File: src/include/eu_consts.svh
`ifndef EU_CONSTS_SVH
`define EU_CONSTS_SVH

////////////////////////////////////////////////////////////
// SDRAM side
////////////////////////////////////////////////////////////

// Data word width of the SDRAM read port
`define EU_SDRAM_W 32

// Word address width
`define EU_ADDR_W 24

////////////////////////////////////////////////////////////
// Execution units
////////////////////////////////////////////////////////////

// Words loaded into a unit buffer by one fetch
`define EU_FETCH_DEPTH 8

// One stmm unit and one layernorm unit
`define EU_NUM_UNITS 2

`endif

File: src/source/eu_pkg.sv
`include "eu_consts.svh"

package eu_pkg;

    ////////////////////////////////////////////////////////////
    // Commands from the control unit
    ////////////////////////////////////////////////////////////

    typedef enum logic {
        UNIT_STMM      = 1'b0,
        UNIT_LAYERNORM = 1'b1
    } eu_unit_e;

    typedef enum logic {
        OP_FETCH = 1'b0,
        OP_EXEC  = 1'b1
    } eu_op_e;

    typedef struct packed {
        eu_op_e                op;
        eu_unit_e              unit;
        logic [`EU_ADDR_W-1:0] addr;
        logic [31:0]           arg;
    } eu_cmd_t;

    // Start pulse and operands for one unit
    typedef struct packed {
        logic                  fetch;
        logic                  exec;
        logic [`EU_ADDR_W-1:0] addr;
        logic [31:0]           arg;
    } eu_start_t;

    // Done pulses last one cycle
    typedef struct packed {
        logic        fetch_done;
        logic        exec_done;
        logic [31:0] result;
    } eu_unit_res_t;

    ////////////////////////////////////////////////////////////
    // Buffer entries
    ////////////////////////////////////////////////////////////

    // Four int8 weights, lane 0 in bits 7:0
    typedef struct packed {
        logic [3:0][7:0] lane;
    } stmm_entry_t;

    typedef struct packed {
        logic signed [15:0] gamma;
        logic signed [15:0] beta;
    } ln_entry_t;

endpackage

File: src/source/sdram_pkg.sv
`include "eu_consts.svh"

package sdram_pkg;

    ////////////////////////////////////////////////////////////
    // Wishbone classic, read only
    ////////////////////////////////////////////////////////////

    // Master side of a read cycle
    typedef struct packed {
        logic                    cyc;
        logic                    stb;
        logic [`EU_ADDR_W-1:0]   adr;
    } wb_rd_req_t;

    // Slave side, dat is valid in the ack cycle only
    typedef struct packed {
        logic                    ack;
        logic [`EU_SDRAM_W-1:0]  dat;
    } wb_rd_rsp_t;

endpackage

File: src/source/eu_cmd_decode.sv
`default_nettype none

`include "eu_consts.svh"

module eu_cmd_decode
    import eu_pkg::*;
(
    input  wire                                clk,
    input  wire                                i_rst_n,

    // Command from the control unit
    input  wire                                i_cmd_valid,
    input  wire  eu_cmd_t                      i_cmd,
    output logic                               o_cmd_ready,

    output eu_start_t                          o_start_stmm,
    output eu_start_t                          o_start_ln,
    output logic [$clog2(`EU_NUM_UNITS)-1:0]   o_sel,

    input  wire  eu_unit_res_t                 i_res_stmm,
    input  wire  eu_unit_res_t                 i_res_ln
);

localparam int SEL_W = $clog2(`EU_NUM_UNITS);

logic         busy;
logic         issue;
logic         accept;
logic         unit_done;
eu_cmd_t      cmd_q;
eu_unit_res_t res_sel;
eu_start_t    start_pl;

assign o_cmd_ready = !busy;
assign accept      = i_cmd_valid && o_cmd_ready;

// Only the unit that owns the command can release us
assign res_sel   = (cmd_q.unit == UNIT_STMM) ? i_res_stmm : i_res_ln;
assign unit_done = res_sel.fetch_done || res_sel.exec_done;

always_ff @(posedge clk) begin
    if (!i_rst_n) begin
        busy  <= 1'b0;
        issue <= 1'b0;
        o_sel <= '0;
    end else begin
        issue <= accept;
        if (accept) begin
            busy  <= 1'b1;
            o_sel <= SEL_W'(i_cmd.unit);
        end else if (busy && unit_done) begin
            busy <= 1'b0;
        end
    end
end

always_ff @(posedge clk) begin
    if (accept) begin
        cmd_q <= i_cmd;
    end
end

////////////////////////////////////////////////////////////
// Start pulses, one cycle after acceptance
////////////////////////////////////////////////////////////

always_comb begin
    start_pl.fetch = issue && (cmd_q.op == OP_FETCH);
    start_pl.exec  = issue && (cmd_q.op == OP_EXEC);
    start_pl.addr  = cmd_q.addr;
    start_pl.arg   = cmd_q.arg;

    o_start_stmm = start_pl;
    o_start_ln   = start_pl;
    if (cmd_q.unit == UNIT_STMM) begin
        o_start_ln.fetch = 1'b0;
        o_start_ln.exec  = 1'b0;
    end else begin
        o_start_stmm.fetch = 1'b0;
        o_start_stmm.exec  = 1'b0;
    end
end

// A unit only finishes while its command is still held here
a_done_busy: assert property (@(posedge clk) disable iff (!i_rst_n)
    (i_res_stmm.fetch_done || i_res_stmm.exec_done ||
     i_res_ln.fetch_done || i_res_ln.exec_done) |-> busy);

endmodule

`default_nettype wire

File: src/source/eu_result.sv
`default_nettype none

`include "eu_consts.svh"

module eu_result
    import eu_pkg::*;
(
    input  wire                         clk,
    input  wire                         i_rst_n,

    input  wire  eu_start_t             i_start_stmm,
    input  wire  eu_start_t             i_start_ln,
    input  wire  eu_unit_res_t          i_res_stmm,
    input  wire  eu_unit_res_t          i_res_ln,

    output logic [`EU_NUM_UNITS-1:0]    o_fetch_done,
    output logic [`EU_NUM_UNITS-1:0]    o_exec_done,

    output logic [31:0]                 o_result,
    output logic                        o_result_valid,
    output eu_unit_e                    o_result_unit
);

// Index 0 is stmm, 1 is layernorm
eu_start_t    [`EU_NUM_UNITS-1:0] starts;
eu_unit_res_t [`EU_NUM_UNITS-1:0] res;
logic         [`EU_NUM_UNITS-1:0] exec_pulse;

assign starts = {i_start_ln, i_start_stmm};
assign res    = {i_res_ln, i_res_stmm};

always_comb begin
    for (int u = 0; u < `EU_NUM_UNITS; u++) begin
        exec_pulse[u] = res[u].exec_done;
    end
end

////////////////////////////////////////////////////////////
// Sticky status
////////////////////////////////////////////////////////////

always_ff @(posedge clk) begin
    if (!i_rst_n) begin
        o_fetch_done <= '0;
        o_exec_done  <= '0;
    end else begin
        for (int u = 0; u < `EU_NUM_UNITS; u++) begin
            if (starts[u].fetch) begin
                o_fetch_done[u] <= 1'b0;
            end else if (res[u].fetch_done) begin
                o_fetch_done[u] <= 1'b1;
            end
            if (starts[u].exec) begin
                o_exec_done[u] <= 1'b0;
            end else if (res[u].exec_done) begin
                o_exec_done[u] <= 1'b1;
            end
        end
    end
end

////////////////////////////////////////////////////////////
// Result capture
////////////////////////////////////////////////////////////

always_ff @(posedge clk) begin
    if (!i_rst_n) begin
        o_result_valid <= 1'b0;
    end else begin
        o_result_valid <= |exec_pulse;
    end
end

always_ff @(posedge clk) begin
    for (int u = 0; u < `EU_NUM_UNITS; u++) begin
        if (exec_pulse[u]) begin
            o_result      <= res[u].result;
            o_result_unit <= eu_unit_e'(u);
        end
    end
end

// Status and result must agree on the unit that finished
a_result_status: assert property (@(posedge clk) disable iff (!i_rst_n)
    o_result_valid |-> o_exec_done[o_result_unit]);

endmodule

`default_nettype wire

File: src/source/eu_top.sv
`default_nettype none

`include "eu_consts.svh"

module eu_top
    import sdram_pkg::*, eu_pkg::*;
(
    input  wire                         clk,
    input  wire                         i_rst_n,

    // Control unit commands
    input  wire                         i_cmd_valid,
    input  wire  eu_cmd_t               i_cmd,
    output logic                        o_cmd_ready,

    // SDRAM read port
    output wb_rd_req_t                  o_wb_req,
    input  wire  wb_rd_rsp_t            i_wb_rsp,

    // Status back to the control unit
    output logic [`EU_NUM_UNITS-1:0]    o_fetch_done,
    output logic [`EU_NUM_UNITS-1:0]    o_exec_done,
    output logic [31:0]                 o_result,
    output logic                        o_result_valid,
    output eu_unit_e                    o_result_unit
);

eu_start_t                          start_stmm;
eu_start_t                          start_ln;
eu_unit_res_t                       res_stmm;
eu_unit_res_t                       res_ln;
logic [$clog2(`EU_NUM_UNITS)-1:0]   sel;
wb_rd_req_t [`EU_NUM_UNITS-1:0]     unit_req;
wb_rd_rsp_t [`EU_NUM_UNITS-1:0]     unit_rsp;

////////////////////////////////////////////////////////////
// Command path
////////////////////////////////////////////////////////////

eu_cmd_decode i_eu_cmd_decode (
    .clk          (clk),
    .i_rst_n      (i_rst_n),
    .i_cmd_valid  (i_cmd_valid),
    .i_cmd        (i_cmd),
    .o_cmd_ready  (o_cmd_ready),
    .o_start_stmm (start_stmm),
    .o_start_ln   (start_ln),
    .o_sel        (sel),
    .i_res_stmm   (res_stmm),
    .i_res_ln     (res_ln)
);

////////////////////////////////////////////////////////////
// Execution units
////////////////////////////////////////////////////////////

stmm_unit i_stmm_unit (
    .clk      (clk),
    .i_rst_n  (i_rst_n),
    .i_start  (start_stmm),
    .o_wb_req (unit_req[UNIT_STMM]),
    .i_wb_rsp (unit_rsp[UNIT_STMM]),
    .o_res    (res_stmm)
);

layernorm_unit i_layernorm_unit (
    .clk      (clk),
    .i_rst_n  (i_rst_n),
    .i_start  (start_ln),
    .o_wb_req (unit_req[UNIT_LAYERNORM]),
    .i_wb_rsp (unit_rsp[UNIT_LAYERNORM]),
    .o_res    (res_ln)
);

sdram_read_mux #(
    .NUM_PORTS (`EU_NUM_UNITS)
) i_sdram_read_mux (
    .clk      (clk),
    .i_rst_n  (i_rst_n),
    .i_sel    (sel),
    .i_req    (unit_req),
    .o_rsp    (unit_rsp),
    .o_wb_req (o_wb_req),
    .i_wb_rsp (i_wb_rsp)
);

eu_result i_eu_result (
    .clk            (clk),
    .i_rst_n        (i_rst_n),
    .i_start_stmm   (start_stmm),
    .i_start_ln     (start_ln),
    .i_res_stmm     (res_stmm),
    .i_res_ln       (res_ln),
    .o_fetch_done   (o_fetch_done),
    .o_exec_done    (o_exec_done),
    .o_result       (o_result),
    .o_result_valid (o_result_valid),
    .o_result_unit  (o_result_unit)
);

endmodule

`default_nettype wire

File: src/source/fetch_buffer.sv
`default_nettype none

`include "eu_consts.svh"

module fetch_buffer
    import sdram_pkg::*;
#(
    parameter type T_ENTRY = logic [`EU_SDRAM_W-1:0]
) (
    input  wire                                clk,
    input  wire                                i_rst_n,

    // Fetch request
    input  wire                                i_start,
    input  wire  [`EU_ADDR_W-1:0]              i_addr,

    // Wishbone master
    output wb_rd_req_t                         o_wb_req,
    input  wire  wb_rd_rsp_t                   i_wb_rsp,

    // Local read port
    input  wire  [$clog2(`EU_FETCH_DEPTH)-1:0] i_rd_idx,
    output T_ENTRY                             o_rd_entry,

    output logic                               o_done
);

localparam int IDX_W = $clog2(`EU_FETCH_DEPTH);
localparam logic [IDX_W-1:0] LAST_IDX = IDX_W'(`EU_FETCH_DEPTH - 1);

logic                  busy;
logic [IDX_W-1:0]      cnt;
logic [`EU_ADDR_W-1:0] adr;
logic                  word_ack;

T_ENTRY mem [`EU_FETCH_DEPTH];

// One word lands per ack
assign word_ack = busy && i_wb_rsp.ack;

////////////////////////////////////////////////////////////
// Read sequencer
////////////////////////////////////////////////////////////

always_ff @(posedge clk) begin
    if (!i_rst_n) begin
        busy   <= 1'b0;
        cnt    <= '0;
        adr    <= '0;
        o_done <= 1'b0;
    end else begin
        o_done <= 1'b0;
        if (!busy && i_start) begin
            busy <= 1'b1;
            cnt  <= '0;
            adr  <= i_addr;
        end else if (word_ack) begin
            // stb stays up for the next address
            adr <= adr + 1'b1;
            cnt <= cnt + 1'b1;
            if (cnt == LAST_IDX) begin
                busy   <= 1'b0;
                o_done <= 1'b1;
            end
        end
    end
end

assign o_wb_req.cyc = busy;
assign o_wb_req.stb = busy;
assign o_wb_req.adr = adr;

////////////////////////////////////////////////////////////
// Storage
////////////////////////////////////////////////////////////

always_ff @(posedge clk) begin
    if (!i_rst_n) begin
        for (int i = 0; i < `EU_FETCH_DEPTH; i++) begin
            mem[i] <= '0;
        end
    end else if (word_ack) begin
        mem[cnt] <= T_ENTRY'(i_wb_rsp.dat);
    end
end

assign o_rd_entry = mem[i_rd_idx];

// Classic cycle: an ack only ever answers a live strobe of this master
a_ack_with_stb: assert property (@(posedge clk) disable iff (!i_rst_n)
    i_wb_rsp.ack |-> o_wb_req.stb);

endmodule

`default_nettype wire

File: src/source/layernorm_unit.sv
`default_nettype none

`include "eu_consts.svh"

module layernorm_unit
    import sdram_pkg::*, eu_pkg::*;
(
    input  wire                clk,
    input  wire                i_rst_n,

    input  wire  eu_start_t    i_start,

    output wb_rd_req_t         o_wb_req,
    input  wire  wb_rd_rsp_t   i_wb_rsp,

    output eu_unit_res_t       o_res
);

localparam int IDX_W = $clog2(`EU_FETCH_DEPTH);

logic               fetch_done;
logic               mul_vld;
logic               exec_done;
logic signed [15:0] x;
logic signed [31:0] prod_q;
logic signed [15:0] beta_q;
logic signed [31:0] res_q;
ln_entry_t          entry;

// x in arg[15:0], entry index just above it
assign x = $signed(i_start.arg[15:0]);

fetch_buffer #(
    .T_ENTRY (ln_entry_t)
) i_fetch_buffer (
    .clk        (clk),
    .i_rst_n    (i_rst_n),
    .i_start    (i_start.fetch),
    .i_addr     (i_start.addr),
    .o_wb_req   (o_wb_req),
    .i_wb_rsp   (i_wb_rsp),
    .i_rd_idx   (i_start.arg[16 +: IDX_W]),
    .o_rd_entry (entry),
    .o_done     (fetch_done)
);

////////////////////////////////////////////////////////////
// Scale, then shift
////////////////////////////////////////////////////////////

always_ff @(posedge clk) begin
    if (!i_rst_n) begin
        mul_vld   <= 1'b0;
        exec_done <= 1'b0;
    end else begin
        mul_vld   <= i_start.exec;
        exec_done <= mul_vld;
    end
end

always_ff @(posedge clk) begin
    if (i_start.exec) begin
        prod_q <= entry.gamma * x;
        beta_q <= entry.beta;
    end
    // Q8 gamma, so drop 8 fraction bits before adding beta
    if (mul_vld) begin
        res_q <= (prod_q >>> 8) + beta_q;
    end
end

assign o_res.fetch_done = fetch_done;
assign o_res.exec_done  = exec_done;
assign o_res.result     = res_q;

endmodule

`default_nettype wire

File: src/source/sdram_read_mux.sv
`default_nettype none

module sdram_read_mux
    import sdram_pkg::*;
#(
    parameter int NUM_PORTS = 2
) (
    input  wire                                  clk,
    input  wire                                  i_rst_n,

    input  wire  [$clog2(NUM_PORTS)-1:0]         i_sel,

    // Unit side masters
    input  wire  wb_rd_req_t [NUM_PORTS-1:0]     i_req,
    output wb_rd_rsp_t       [NUM_PORTS-1:0]     o_rsp,

    // External SDRAM port
    output wb_rd_req_t                           o_wb_req,
    input  wire  wb_rd_rsp_t                     i_wb_rsp
);

localparam int SEL_W = $clog2(NUM_PORTS);

always_comb begin
    o_wb_req = i_req[i_sel];
    for (int p = 0; p < NUM_PORTS; p++) begin
        o_rsp[p].dat = i_wb_rsp.dat;
        // Unselected masters never see an ack
        o_rsp[p].ack = i_wb_rsp.ack && (i_sel == SEL_W'(p));
    end
end

// Switching mid-cycle would hand the ack to the wrong master
a_sel_stable: assert property (@(posedge clk) disable iff (!i_rst_n)
    o_wb_req.cyc |=> $stable(i_sel));

endmodule

`default_nettype wire

File: src/source/stmm_unit.sv
`default_nettype none

`include "eu_consts.svh"

module stmm_unit
    import sdram_pkg::*, eu_pkg::*;
(
    input  wire                clk,
    input  wire                i_rst_n,

    input  wire  eu_start_t    i_start,

    output wb_rd_req_t         o_wb_req,
    input  wire  wb_rd_rsp_t   i_wb_rsp,

    output eu_unit_res_t       o_res
);

localparam int IDX_W = $clog2(`EU_FETCH_DEPTH);
localparam logic [IDX_W-1:0] LAST_IDX = IDX_W'(`EU_FETCH_DEPTH - 1);

logic               running;
logic               exec_done;
logic               fetch_done;
logic [IDX_W-1:0]   idx;
logic [3:0][7:0]    act_q;
logic signed [31:0] acc;
logic signed [31:0] dot;
stmm_entry_t        entry;

fetch_buffer #(
    .T_ENTRY (stmm_entry_t)
) i_fetch_buffer (
    .clk        (clk),
    .i_rst_n    (i_rst_n),
    .i_start    (i_start.fetch),
    .i_addr     (i_start.addr),
    .o_wb_req   (o_wb_req),
    .i_wb_rsp   (i_wb_rsp),
    .i_rd_idx   (idx),
    .o_rd_entry (entry),
    .o_done     (fetch_done)
);

////////////////////////////////////////////////////////////
// Dot product, one weight word per cycle
////////////////////////////////////////////////////////////

// Four signed int8 products of the current word
always_comb begin
    dot = '0;
    for (int l = 0; l < 4; l++) begin
        dot = dot + $signed(entry.lane[l]) * $signed(act_q[l]);
    end
end

always_ff @(posedge clk) begin
    if (!i_rst_n) begin
        running   <= 1'b0;
        idx       <= '0;
        exec_done <= 1'b0;
    end else begin
        exec_done <= 1'b0;
        if (i_start.exec) begin
            running <= 1'b1;
            idx     <= '0;
        end else if (running) begin
            idx <= idx + 1'b1;
            if (idx == LAST_IDX) begin
                running   <= 1'b0;
                exec_done <= 1'b1;
            end
        end
    end
end

always_ff @(posedge clk) begin
    if (i_start.exec) begin
        act_q <= i_start.arg;
        acc   <= '0;
    end else if (running) begin
        acc <= acc + dot;
    end
end

assign o_res.fetch_done = fetch_done;
assign o_res.exec_done  = exec_done;
assign o_res.result     = acc;

endmodule

`default_nettype wire

File: config.mk
export PLATFORM = sky130hd
export DESIGN_NAME = eu_top
export DESIGN_NICKNAME = d
export VERILOG_FILES = /design/src/source/eu_pkg.sv /design/src/source/sdram_pkg.sv /design/src/source/eu_cmd_decode.sv /design/src/source/eu_result.sv /design/src/source/eu_top.sv /design/src/source/fetch_buffer.sv /design/src/source/layernorm_unit.sv /design/src/source/sdram_read_mux.sv /design/src/source/stmm_unit.sv
export VERILOG_INCLUDE_DIRS = /design/src /design/src/include
export SDC_FILE = /design/constraint.sdc
export NUM_CORES = 2
export LEC_CHECK = 0
export BUFFER_PORTS_ARGS = -buffer_cell sky130_fd_sc_hd__buf_4
export CORE_ASPECT_RATIO = 0.8
export CORE_UTILIZATION = 32
export CTS_BUF_LIST = sky130_fd_sc_hd__clkbuf_2
export CTS_CLUSTER_DIAMETER = 150
export DETAILED_ROUTE_END_ITERATION = 12
export HOLD_SLACK_MARGIN = 0.1
export PLACE_DENSITY_LB_ADDON = 0.05
export SYNTH_ARGS = -nofsm -noshare
export SYNTH_HDL_FRONTEND = slang
export SYNTH_SLANG_ARGS = --single-unit
File: constraint.sdc
create_clock -name clk -period 10.4 [get_ports clk]
set_input_delay 1.56 -clock clk [delete_from_list [all_inputs] [get_ports clk]]
set_output_delay 1.56 -clock clk [all_outputs]
set_load 0.02 [all_outputs]
==> flow_summary_export.csv <==
group,metric,value,unit
status,status,"complete, no violations",
timing,max_freq,0.103,GHz
clock_network,htree_levels,4,
route,drt_iter0_markers,2309,
clock_network,cts_tree,"yes",
route,drc,0,
timing,final_hold_viol_count,0,
die,boundaryPins,159,
setup_path,endpoint,"i_stmm_unit.acc[29]",
grt,antenna_found_initial,24,
setup_path,path_buf_inv,13,
die,initial_core_util,0.323,
timing,setup_viol,0,
timing,slew_viol_final,0,
yosys,synth_xor_area_frac,0.0212,
timing,clock_skew,0.129,ns
grt,grt_util_all_layers,0.201,
job,maxCapViolations,0,
setup_path,worst-endpoint-required,11.90,ns
cells_and_area,drive_above_1_share,0.175,
setup_path,end_kind,"flip-flop",
grt,grt_pass1_wl,267000,um
die,die_x,476,um
yosys,synthDistinctLibCells,77,
yosys,synth-async-reset-ratio,0,
setup_path,cp_slowest_cell,"fa_1",
yosys,synth-main-ff-cell,"edfxtp_1",
setup_path,r2r-end,"i_stmm_unit.acc[29]",
yosys,ys_warn_count,0,
timing,tightest_slew,1.10,ns
setup_path,path_class,"reg2reg",
yosys,ys_ff_latch,811,
setup_path,crit_path_max_incr_delay,0.58,ns
yosys,synth_edf_count,699,
yosys,ys_seq_area_frac,0.404,
clock_network,clk_latency,1.70,ns
yosys,syn-num-nets,5786,
route,vias,36600,
timing,min_period,9.74,ns
die,die-area,181000,um2
yosys,synth-compound-area-share,0.0501,
setup_path,crit_arrival,11.24,ns
timing,rsz0062_at_grt,"false",
setup_path,crit_cells,41,
yosys,synth_top_family_by_area,"adder cells",
route,wl_per_cell,22.6,um
die,row_count,138,
setup_path,critPathTopFamily,"adder cells",
route,route.final.wire_length,178000,um
yosys,yosys.area_share.simple,0.142,
die,core_area,178000,um2
clock_network,path_clk_slew,0.11,ns
grt,grt.overflow.total,0,
place,gp_congestion,0.813,
yosys,synthAdderAreaFrac,0.246,
timing,fin_crit_sh,0.937,
route,detail-route-antenna-nets,0,
yosys,synth_mux_area_frac,0.0736,
setup_path,r2r_slack,0.66,ns
clock_network,cts_num_sinks,811,
setup_path,cpMostUsedCell,"inv_1",
yosys,netlist_area,57500,um2
timing,max-slew-margin-rel,0.264,
grt,grt_max_degree,53,
cells_and_area,fin_nets,6204,
setup_path,start_kind,"flip-flop",
setup_path,reg2reg_depth,41,
place,port_buffers,158,
clock_network,clock_tree.root_cell,"clkbuf_2",
cells_and_area,syn2layout_area_growth,13.5,%
route,first_pass_iters,6,
timing,fin_setup_tns,0,ns
worst_hold_path,hp-class,"in2reg",
yosys,synth_cells,4887,
setup_path,cp_max_fo,17,
place,dp_hpwl,125000,um
grt,grt_pass1_vias,39400,
cells_and_area,fillers,17700,
clock_network,cts_buffer_depth,3,
die,dieHeight,381,um
route,vias_per_cell,4.64,
clock_network,cts_buffers,227,
yosys,avgSynthCellArea,11.8,um2
-- per-stage QoR --
step                      std cells  hold slack (ns)  worst slack (ns)  cell area, um2   util
after global placement         7362            0.403             0.508           62100  0.350
final                          7887            0.380             0.657           65200  0.367
after floorplan                4887            0.400             0.451           57500      -
after global routing           7879            0.187            0.0755           65200  0.367
after detailed placement       7362            0.405             0.521           62100  0.350
after CTS                      7867            0.101             0.492           65200  0.367
-- state kept, by name, summed over array words and instances (netlist names), 3 cells and up, named ones only --
register	flops
i_eu_cmd_decode.o_start_ln	56
i_eu_result.o_result	32
i_layernorm_unit.beta_q	16
i_layernorm_unit.i_fetch_buffer.adr	24
i_layernorm_unit.i_fetch_buffer.cnt	3
i_layernorm_unit.i_fetch_buffer.mem	256
i_layernorm_unit.prod_q	24
i_layernorm_unit.res_q	25
i_stmm_unit.acc	32
i_stmm_unit.act_q	32
i_stmm_unit.i_fetch_buffer.adr	24
i_stmm_unit.i_fetch_buffer.cnt	3
i_stmm_unit.i_fetch_buffer.mem	256
i_stmm_unit.idx	3
-- per-layer routing --
layer / vias to the layer above / GRT usage / wire [um]
met4: 8 / 0.0397 / 2490
met5: - / 0 / 55
li1: 17200 / - / -
met1: 18500 / 0.299 / 89600
met3: 210 / 0.0340 / 8370
met2: 751 / 0.305 / 77900
-- cell usage in the layout (no fill, tap or decap), types with 12 or more instances in the layout --
cell type      count
clkbuf_2         348
and2_1           607
xnor2_1          117
o21ai_0           98
dlygate4sd3_1     86
and3_1            54
ha_1             260
a21oi_1          129
clkinv_1          50
diode_2           12
nor2_1           129
xor2_1            22
buf_4            309
edfxtp_1         699
mux2i_1           48
nor2b_1          180
fa_1             545
a31oi_1           18
dfxtp_1          104
nor3_1            39
o21bai_1          21
nand2_1          286
a21o_1            41
inv_1            746
a221oi_1          19
or2_2             18
nand2b_1          63
mux4_2           128
a21boi_0          22
mux2_2            72
o21a_1            13
nand3_1           32
-- timing repair --
item,CTS,global route
endpoints found under the hold margin,292,0
hold buffers,86,0
setup endpoints to repair,0,1
resized for setup,0,1
buffers inserted,0,8
-- cell usage after synthesis, types with 112 or more instances --
cell | instances | area (um2)
inv_1 | 747 | 2800
edfxtp_1 | 699 | 21000
and2_1 | 607 | 3800
fa_1 | 545 | 10900
nand2_1 | 286 | 1070
ha_1 | 260 | 3250
nor2b_1 | 181 | 1130
clkbuf_1 | 179 | 672
nor2_1 | 136 | 510
a21oi_1 | 129 | 646
mux4_2 | 128 | 2880
xnor2_1 | 117 | 1020
dfxtp_1 | 112 | 2240
-- worst min-delay path by stage --
stage / startpoint / cells after the start / slack (ns) / end
finish: i_wb_rsp[20] / 2 / 0.38 / i_stmm_unit.i_fetch_buffer.mem[3][20]
floorplan: i_eu_cmd_decode.o_start_ln[19] / 0 / 0.40 / i_stmm_unit.act_q[19]
global placement: i_eu_cmd_decode.o_start_ln[25] / 0 / 0.40 / i_stmm_unit.act_q[25]
global route: i_wb_rsp[20] / 2 / 0.19 / i_stmm_unit.i_fetch_buffer.mem[6][20]
detailed placement: i_eu_cmd_decode.o_start_ln[30] / 0 / 0.40 / i_stmm_unit.act_q[30]
CTS: i_wb_rsp[2] / 2 / 0.10 / i_layernorm_unit.i_fetch_buffer.mem[5][2]
-- layout make-up --
class | instances | area [um2] | share of cell area
clock buffer | 348 | 1740 | 0.0267
sequential | 811 | 23300 | 0.356
antenna | 12 | 30.0 | 0.000460
tap | 2380 | 2980 | 0.0456
inverter | 747 | 2800 | 0.0430
multi-input combinational | 3121 | 30800 | 0.472
timing repair buffer | 397 | 3220 | 0.0494
clock inverter | 71 | 415 | 0.00637
-- logic make-up after synthesis --
| kind of cell | after synthesis |
|---|---|
| fa+ha+maj | 805 |
| mux | 251 |
| buf+inv | 955 |
| simple gates | 1479 |
| compound gates | 447 |
| xor+xnor | 139 |
| flops | 811 |
Power is left out: the tool's default activity adds up to more than one toggle a clock period on the data nets, which glitch-free logic cannot reach.
